`config.mk`:
```
export PLATFORM = sky130hd
export DESIGN_NAME = dataCacheTop
export DESIGN_NICKNAME = d
export VERILOG_FILES = /design/src/logic/busCtrlPkg.sv /design/src/logic/cacheGeomPkg.sv /design/src/logic/cacheArrayIf.sv /design/src/logic/memReqIf.sv /design/src/logic/apbRequester.sv /design/src/logic/cacheArray.sv /design/src/logic/cacheController.sv /design/src/logic/dataCacheTop.sv
export VERILOG_INCLUDE_DIRS = /design/src /design/src/logic
export SDC_FILE = /design/constraint.sdc
export NUM_CORES = 1
export LEC_CHECK = 0
export ABC_AREA = 0
export BUFFER_PORTS_ARGS = -buffer_cell sky130_fd_sc_hd__buf_2
export CAP_MARGIN = 0
export CORE_ASPECT_RATIO = 1.25
export CORE_MARGIN = 4
export CORE_UTILIZATION = 40
export CTS_BUF_LIST = sky130_fd_sc_hd__clkbuf_2
export DETAILED_ROUTE_END_ITERATION = 6
export SETUP_SLACK_MARGIN = 0.02
export SYNTH_ARGS = -nofsm -noshare
export SYNTH_HDL_FRONTEND = slang
export SYNTH_HIERARCHICAL = 1
export SYNTH_SLANG_ARGS = --single-unit
```
`constraint.sdc`:
```
create_clock -name clk -period 6.9 [get_ports clk]
set_input_delay 0 -clock clk [delete_from_list [all_inputs] [get_ports clk]]
set_output_delay 0 -clock clk [all_outputs]
set_load 0.03 [all_outputs]
```
`src/logic/cache_defines.svh`:
```
`ifndef CACHE_DEFINES_SVH
`define CACHE_DEFINES_SVH

// byte address width, sized for the APB address bus
`define ADDR_W 32

`define DATA_W 64
`define NUM_SETS 4
`define NUM_WAYS 2 // one victim bit per set only covers two ways
`define BYTES_W 8

`endif

```
`src/logic/busCtrlPkg.sv`:
```
package busCtrlPkg;

    typedef enum logic [1:0] {
        ctrlIdle,
        ctrlCheck,
        ctrlMemWait,  // waiting on the APB requester
        ctrlRespond
    } ctrlStateT;

    typedef enum logic [1:0] {
        apbIdle,
        apbSetup,
        apbAccess
    } apbStateT;

    // pslverr encoding
    typedef enum logic {respOkay = 1'b0, respSlvErr = 1'b1} apbRespT;

endpackage

```
`src/logic/cacheGeomPkg.sv`:
```
package cacheGeomPkg;

    `include "cache_defines.svh"

    localparam int offW = $clog2(`BYTES_W);  // byte offset inside a word
    localparam int idxW = $clog2(`NUM_SETS);
    localparam int tagW = `ADDR_W - idxW - offW;

    typedef logic [`ADDR_W-1:0] addrT;
    typedef logic [`DATA_W-1:0] dataT;
    typedef logic [tagW-1:0] tagT;
    typedef logic [idxW-1:0] indexT;
    typedef logic [`BYTES_W-1:0] maskT;
    typedef logic [$clog2(`NUM_WAYS)-1:0] wayT;

endpackage

```
`src/logic/cacheArrayIf.sv`:
```
`timescale 1ns/10ps

interface cacheArrayIf;
    import cacheGeomPkg::*;

    addrT lookupAddr;  // also the refill and store address
    logic hit;
    wayT hitWay;
    dataT hitData;

    logic refill;
    dataT refillData;

    logic store;
    dataT storeData;
    maskT storeMask;

    modport ctrl (
        output lookupAddr, refill, refillData, store, storeData, storeMask,
        input hit, hitWay, hitData
    );

    modport array (
        input lookupAddr, refill, refillData, store, storeData, storeMask,
        output hit, hitWay, hitData
    );

endinterface

```
`src/logic/memReqIf.sv`:
```
`timescale 1ns/10ps

interface memReqIf;
    import cacheGeomPkg::*;

    logic valid;  // held until done
    logic write;
    addrT addr;
    dataT wdata;
    maskT strb;

    logic done;   // single cycle
    dataT rdata;
    logic error;

    modport client (
        output valid, write, addr, wdata, strb,
        input done, rdata, error
    );

    modport server (
        input valid, write, addr, wdata, strb,
        output done, rdata, error
    );

endinterface
```
`src/logic/apbRequester.sv`:
```
`timescale 1ns/10ps

module apbRequester (
    input logic clk,
    input logic rst,
    memReqIf.server mem,
    output logic psel,
    output logic penable,
    output logic pwrite,
    output cacheGeomPkg::addrT paddr,
    output cacheGeomPkg::dataT pwdata,
    output cacheGeomPkg::maskT pstrb,
    input cacheGeomPkg::dataT prdata,
    input logic pready,
    input logic pslverr
);
    import busCtrlPkg::*;

    apbStateT state;

    assign psel = (state != apbIdle);
    assign penable = (state == apbAccess);

    assign mem.done = penable && pready;
    assign mem.rdata = prdata;
    assign mem.error = mem.done && (apbRespT'(pslverr) == respSlvErr);

    always_ff @(posedge clk) begin
        if (rst) begin
            state <= apbIdle;
        end else begin
            case (state)
                apbIdle: if (mem.valid) state <= apbSetup;
                apbSetup: state <= apbAccess;
                apbAccess: if (pready) state <= apbIdle;  // wait states stretch ACCESS
                default: state <= apbIdle;
            endcase
        end
    end

    // outputs settle on the edge into SETUP and hold through ACCESS
    always_ff @(posedge clk) begin
        if (state == apbIdle && mem.valid) begin
            pwrite <= mem.write;
            paddr <= mem.addr;
            pwdata <= mem.wdata;
            pstrb <= mem.write ? mem.strb : '0;  // reads carry no strobes
        end
    end

    accessAfterSetup: assert property (@(posedge clk) disable iff (rst)
        penable |-> (psel && $past(psel)))
        else $error("ACCESS without a preceding SETUP");

    stableAccess: assert property (@(posedge clk) disable iff (rst)
        (psel && !(penable && pready)) |=> ($stable(paddr) && $stable(pwrite)))
        else $error("paddr or pwrite changed during a transfer");

endmodule

```
`src/logic/cacheArray.sv`:
```
`timescale 1ns/10ps

`include "cache_defines.svh"

module cacheArray (
    input logic clk,
    input logic rst,
    cacheArrayIf.array bus
);
    import cacheGeomPkg::*;

    dataT dataMem [`NUM_WAYS][`NUM_SETS];
    tagT tagMem [`NUM_WAYS][`NUM_SETS];
    logic [`NUM_WAYS-1:0] validBits [`NUM_SETS];
    logic [`NUM_SETS-1:0] victim;  // way to replace next, per set

    indexT idx;
    tagT tag;
    logic [`NUM_WAYS-1:0] wayHit;
    wayT fillWay;

    assign idx = bus.lookupAddr[offW +: idxW];
    assign tag = bus.lookupAddr[`ADDR_W-1 -: tagW];

    always_comb begin
        for (int w = 0; w < `NUM_WAYS; w++) begin
            wayHit[w] = validBits[idx][w] && (tagMem[w][idx] == tag);
        end
    end

    assign bus.hit = |wayHit;
    assign bus.hitWay = wayT'(wayHit[1]);
    assign bus.hitData = bus.hit ? dataMem[bus.hitWay][idx] : '0;

    // reuse a matching line, else take the victim
    assign fillWay = bus.hit ? bus.hitWay : wayT'(victim[idx]);

    always_ff @(posedge clk) begin
        if (rst) begin
            validBits <= '{default: '0};
            victim <= '0;
        end else if (bus.refill) begin
            validBits[idx][fillWay] <= 1'b1;
            victim[idx] <= ~victim[idx];  // toggles on every fill
        end
    end

    always_ff @(posedge clk) begin
        if (bus.refill) begin
            dataMem[fillWay][idx] <= bus.refillData;
            tagMem[fillWay][idx] <= tag;
        end else if (bus.store && bus.hit) begin
            for (int b = 0; b < `BYTES_W; b++) begin
                if (bus.storeMask[b]) begin
                    dataMem[bus.hitWay][idx][8*b +: 8] <= bus.storeData[8*b +: 8];
                end
            end
        end
    end

    // a fill never lands a duplicate tag in the other way
    singleHit: assert property (@(posedge clk) disable iff (rst)
        !(wayHit[0] && wayHit[1]))
        else $error("both ways hit at set %0d", idx);

    strobeExclusive: assert property (@(posedge clk) disable iff (rst)
        !(bus.refill && bus.store))
        else $error("refill and store strobes high together");

endmodule

```
`src/logic/cacheController.sv`:
```
`timescale 1ns/10ps

module cacheController (
    input logic clk,
    input logic rst,
    input logic reqValid,
    input logic reqWrite,
    input cacheGeomPkg::addrT reqAddr,
    input cacheGeomPkg::dataT reqWData,
    input cacheGeomPkg::maskT reqMask,
    output logic reqReady,
    output logic respValid,
    output cacheGeomPkg::dataT respRData,
    output logic respError,
    cacheArrayIf.ctrl arr,
    memReqIf.client mem
);
    import cacheGeomPkg::*;
    import busCtrlPkg::*;

    ctrlStateT state;

    logic curWrite;
    addrT curAddr;
    dataT curWData;
    maskT curMask;
    dataT rdataQ;
    logic errQ;

    assign reqReady = (state == ctrlIdle);
    assign respValid = (state == ctrlRespond);
    assign respRData = rdataQ;
    assign respError = errQ;

    assign arr.lookupAddr = curAddr;
    assign arr.store = (state == ctrlCheck) && curWrite && arr.hit;  // no allocate on store miss
    assign arr.storeData = curWData;
    assign arr.storeMask = curMask;
    assign arr.refill = (state == ctrlMemWait) && mem.done && !curWrite && !mem.error;
    assign arr.refillData = mem.rdata;

    // write-through and load misses both go out on the bus
    assign mem.valid = (state == ctrlMemWait);
    assign mem.write = curWrite;
    assign mem.addr = curAddr;
    assign mem.wdata = curWData;
    assign mem.strb = curMask;

    always_ff @(posedge clk) begin
        if (rst) begin
            state <= ctrlIdle;
        end else begin
            case (state)
                ctrlIdle: if (reqValid) state <= ctrlCheck;
                ctrlCheck: state <= (!curWrite && arr.hit) ? ctrlRespond : ctrlMemWait;
                ctrlMemWait: if (mem.done) state <= ctrlRespond;
                ctrlRespond: state <= ctrlIdle;
                default: state <= ctrlIdle;
            endcase
        end
    end

    always_ff @(posedge clk) begin
        if (rst) begin
            curAddr <= '0;
        end else if (reqValid && reqReady) begin
            curWrite <= reqWrite;
            curAddr <= reqAddr;
            curWData <= reqWData;
            curMask <= reqMask;
        end
        if (state == ctrlCheck) begin
            rdataQ <= arr.hitData;
            errQ <= 1'b0;
        end
        if (mem.done) begin
            rdataQ <= mem.rdata;
            errQ <= mem.error;
        end
    end

    // one request in flight: no new acceptance before the response
    oneInFlight: assert property (@(posedge clk) disable iff (rst)
        (reqValid && reqReady) |=> (!reqReady throughout respValid[->1]))
        else $error("request accepted while another is in flight");

    respPulse: assert property (@(posedge clk) disable iff (rst)
        respValid |=> !respValid)
        else $error("respValid held longer than one cycle");

endmodule

```
`src/logic/dataCacheTop.sv`:
```
`timescale 1ns/10ps

module dataCacheTop (
    input logic clk,
    input logic rst,

    // CPU side
    input logic reqValid,
    input logic reqWrite,
    input cacheGeomPkg::addrT reqAddr,
    input cacheGeomPkg::dataT reqWData,
    input cacheGeomPkg::maskT reqMask,
    output logic reqReady,
    output logic respValid,
    output cacheGeomPkg::dataT respRData,
    output logic respError,

    // APB side
    output logic psel,
    output logic penable,
    output logic pwrite,
    output cacheGeomPkg::addrT paddr,
    output cacheGeomPkg::dataT pwdata,
    output cacheGeomPkg::maskT pstrb,
    input cacheGeomPkg::dataT prdata,
    input logic pready,
    input logic pslverr
);

    cacheArrayIf arrBus ();
    memReqIf memBus ();

    cacheArray u_array (
        .clk (clk),
        .rst (rst),
        .bus (arrBus.array)
    );

    cacheController u_ctrl (
        .clk       (clk),
        .rst       (rst),
        .reqValid  (reqValid),
        .reqWrite  (reqWrite),
        .reqAddr   (reqAddr),
        .reqWData  (reqWData),
        .reqMask   (reqMask),
        .reqReady  (reqReady),
        .respValid (respValid),
        .respRData (respRData),
        .respError (respError),
        .arr       (arrBus.ctrl),
        .mem       (memBus.client)
    );

    apbRequester u_apb (
        .clk     (clk),
        .rst     (rst),
        .mem     (memBus.server),
        .psel    (psel),
        .penable (penable),
        .pwrite  (pwrite),
        .paddr   (paddr),
        .pwdata  (pwdata),
        .pstrb   (pstrb),
        .prdata  (prdata),
        .pready  (pready),
        .pslverr (pslverr)
    );

endmodule

```
==> flow_summary_export.csv <==
group,metric,value,unit
worst_setup_path,endpoint_kind,"register",
timing,fin_crit_sh,0.847,
global_routing,antenna_found_initial,6,
floorplanning,coreArea,103000,um2
cells_and_area,instances_no_fill,4881,
synth,synth_common_cells,"edfxtp_1 (971), buf_4 (242), nand2_1 (217)",
placed_design,gp_congestion,0.784,
cts,clock-sinks,1019,
placed_design,post-dp-hpwl,62800,um
placed_design,port_buffers,347,
synth,async_flop_share,0,
worst_setup_path,critPathRequiredTime,8.02,ns
floorplanning,die_h,369,um
cts,clk_latency,1.58,ns
global_routing,grt_pass1_wl,163000,um
timing,worst_clock_skew,0.181,ns
worst_setup_path,cpMostUsedCell,"buf_4",
routing,wl_per_cell,22.7,um
cells_and_area,drive_gt1_frac,0.308,
routing,firstDrtPassIters,5,
timing,slew_viol_final,0,
synth,synth_edf_count,971,
worst_setup_path,worst-path-buf-inv,3,
hold_path,hold_path.class,"input port to register",
worst_setup_path,startpoint_type,"register",
placed_design,dp_cells,3753,
cells_and_area,post-route-util,0.509,
power,powerDensity,269,nW/um2
cells_and_area,nets,3516,
timing,setup_viol,0,
routing,vias,24800,
routing,ant_nets,0,
worst_setup_path,cpPeakStageDelay,0.96,ns
power,ir_drop,0.155,mV
cts,clock-root-buffer,"clkbuf_2",
synth,ys_types,63,
synth,synth.most_common_cell,"edfxtp_1",
cells_and_area,syn2layout_area_growth,26.5,%
synth,postSynthAreaPerCell,18.0,um2
global_routing,grt_util_all_layers,0.201,
floorplanning,num_rows,132,
synth,ys.warnings.count,6,
global_routing,grt_pass1_vias,26900,
worst_setup_path,path_delay_family,"simple AND/OR/NAND/NOR gates",
synth,syn-cell-area,41600,um2
job,drv_cap,0,
placed_design,dp_slack,1.06,ns
cts,htree_levels,4,
synth,synth_area_leaders,"edfxtp_1 (70%), mux4_2 (8.5%), buf_4 (4.4%), dfxtp_1 (2.3%), nand2_1 (2.0%)",
timing,fin_ws,1.06,ns
cells_and_area,stdcell_area,52700,um2
power,power_leakage,18.5,nW
outcome,status,"complete, no violations",
worst_setup_path,worst-path-max-fanout,59,
routing,drt_iter0_drc,1643,
power,total_power,14.2,mW
synth,yosysSeqAreaShare,0.724,
timing,tightest_slew,1.15,ns
synth,synth_fp_nets,2491,
floorplanning,die_area,109000,um2
floorplanning,initial_core_util,0.403,
cts,post-cts-setup-buffer-count,0,
worst_setup_path,path_cells,"buf_4 > buf_4 > mux2_2 > nand2_1 > o32ai_1 > nand3_1 > nor4_4 > nand2b_1 > and3_1 > nor2b_1 > o211ai_4 > buf_4 > mux2_1",
timing,holdWs,0.344,ns
cts,clk_pin_slew_worst_paths,0.10,ns
timing,report.final.hold_viol_count,0,
cells_and_area,filler_cell_count,8341,
routing,viasPerCell,5.08,
worst_setup_path,worst_ep_arrival_time,6.96,ns
timing,slew_headroom,0.234,
floorplanning,dieWidth,297,um
global_routing,overflow,0,
synth,synth_top_area_share,0.700,
routing,routed_wl,111000,um
cts,cts_tree,"built",
cts,clockBufferDepth,3,
placed_design,placed_area,43600,um2
synth,synth_ff_type,"edfxtp_1",
timing,period_needed,5.84,ns
worst_setup_path,worst-setup-path-type,"register to register",
synth,synth_top_area_cell,"edfxtp_1",
synth,ys_seq_elements,1019,
global_routing,grt_max_degree,142,
timing,tns,0,ns
worst_setup_path,slowest_stage,"dfxtp_4",
timing,rsz0062_at_grt,"false",
floorplanning,ios,348,
synth,syn_inst,2312,
cells_and_area,regArea,30100,um2
routing,drcViolationCount,0,
cts,cts_buffers,240,
timing,fmax,171,MHz
cells_and_area,multi_input_area,9150,um2
## path summary, 6_finish.rpt
path / start / to / slack [ns] / cells after the start
hold / removal: reqValid / u_ctrl/state[0] / 0.34 / 6
setup reg to reg: u_ctrl/arr.lookupAddr[4] / u_array/dataMem[0][187] / 1.06 / 13
setup / recovery: u_ctrl/arr.lookupAddr[4] / u_array/dataMem[0][187] / 1.06 / 13
hold reg to reg: u_ctrl/arr.lookupAddr[1] / u_apb/paddr[1] / 0.43 / 0
## cells by family after synthesis
kind of cell / after synthesis / share of synthesized area
DFF: 1019 / 0.724
buffers and inverters: 365 / 0.0585
muxes: 338 / 0.138
and+or+nand+nor: 306 / 0.0333
AOI/OAI and AO/OA: 226 / 0.0339
xor gates and xnor gates: 53 / 0.0112
adders and majority gates: 5 / 0.00150
## cells in the final DEF, fill, tap and decap left out, types with 5 or more instances in the layout
| cell | synthesis | layout |
|---|---|---|
| a211oi_1 | 37 | 30 |
| a211oi_2 | 0 | 7 |
| a21oi_1 | 44 | 44 |
| and2_1 | 12 | 10 |
| buf_2 | 30 | 347 |
| buf_4 | 242 | 103 |
| clkbuf_2 | 0 | 348 |
| clkinv_1 | 0 | 65 |
| clkinv_2 | 0 | 12 |
| dfxtp_1 | 48 | 46 |
| dlygate4sd3_1 | 0 | 682 |
| edfxtp_1 | 971 | 971 |
| ha_1 | 5 | 5 |
| inv_1 | 14 | 14 |
| mux2_1 | 61 | 61 |
| mux2_2 | 47 | 47 |
| mux2_4 | 27 | 27 |
| mux2i_1 | 38 | 38 |
| mux4_1 | 8 | 8 |
| mux4_2 | 157 | 157 |
| nand2_1 | 217 | 216 |
| nand2b_1 | 5 | 5 |
| nand4_1 | 8 | 8 |
| nor2_1 | 20 | 15 |
| nor2b_1 | 6 | 6 |
| nor3_1 | 6 | 6 |
| nor4_1 | 7 | 7 |
| o211ai_1 | 8 | 8 |
| o21ai_0 | 68 | 68 |
| o22ai_1 | 36 | 36 |
| xnor2_1 | 38 | 38 |
| xor2_1 | 15 | 15 |
## repair_timing
action / 4_1_cts / 5_1_grt
hold endpoints to repair: 1224 / 0
hold buffers: 682 / 0
resized for setup: 0 / 0
setup endpoints to repair: 0 / 0
## metal layers
layer,global-route usage,wire (um)
met5,0,21
met4,0.0781,3180
met3,0.0470,7030
met2,0.357,58000
met1,0.236,42400
## worst register-to-register path: stages, from the launching register on
cell	delay [ns]
dfxtp_4	0.96
buf_4	0.60
buf_4	0.69
mux2_2	0.29
nand2_1	0.05
o32ai_1	0.23
nand3_1	0.19
nor4_4	0.37
nand2b_1	0.20
and3_1	0.18
nor2b_1	0.67
o211ai_4	0.15
buf_4	0.32
mux2_1	0.59
## state kept, by name, indices dropped and copies added, names as in the netlist
| name | flops |
|---|---|
| u_array/tagMem | 216 |
| u_apb/pwdata | 64 |
| u_apb/state | 2 |
| u_apb/pstrb | 8 |
| u_array/victim | 4 |
| u_ctrl/state | 2 |
| u_ctrl/arr.lookupAddr | 32 |
| u_ctrl/mem.write | 1 |
| u_ctrl/arr.storeMask | 8 |
| u_array/dataMem | 512 |
| u_apb/pwrite | 1 |
| u_ctrl/respRData | 64 |
| u_ctrl/arr.storeData | 64 |
| u_ctrl/respError | 1 |
| u_array/validBits | 8 |
| u_apb/paddr | 32 |
## report_power, final
group,switching (mW),internal (mW)
clock,2.43,1.54
sequential,0.319,7.30
combinational,1.57,1.03
total,4.32,9.87
## cell type report
cell class / instances / area share
antenna: 4 / 0.000190
clock buffer: 348 / 0.0331
clock inverter: 94 / 0.00998
inverter: 14 / 0.000998
multi-input combinational: 928 / 0.174
sequential: 1019 / 0.572
tap: 1340 / 0.0318
timing repair buffer: 1134 / 0.178
Power figures use the tool's default switching activity.
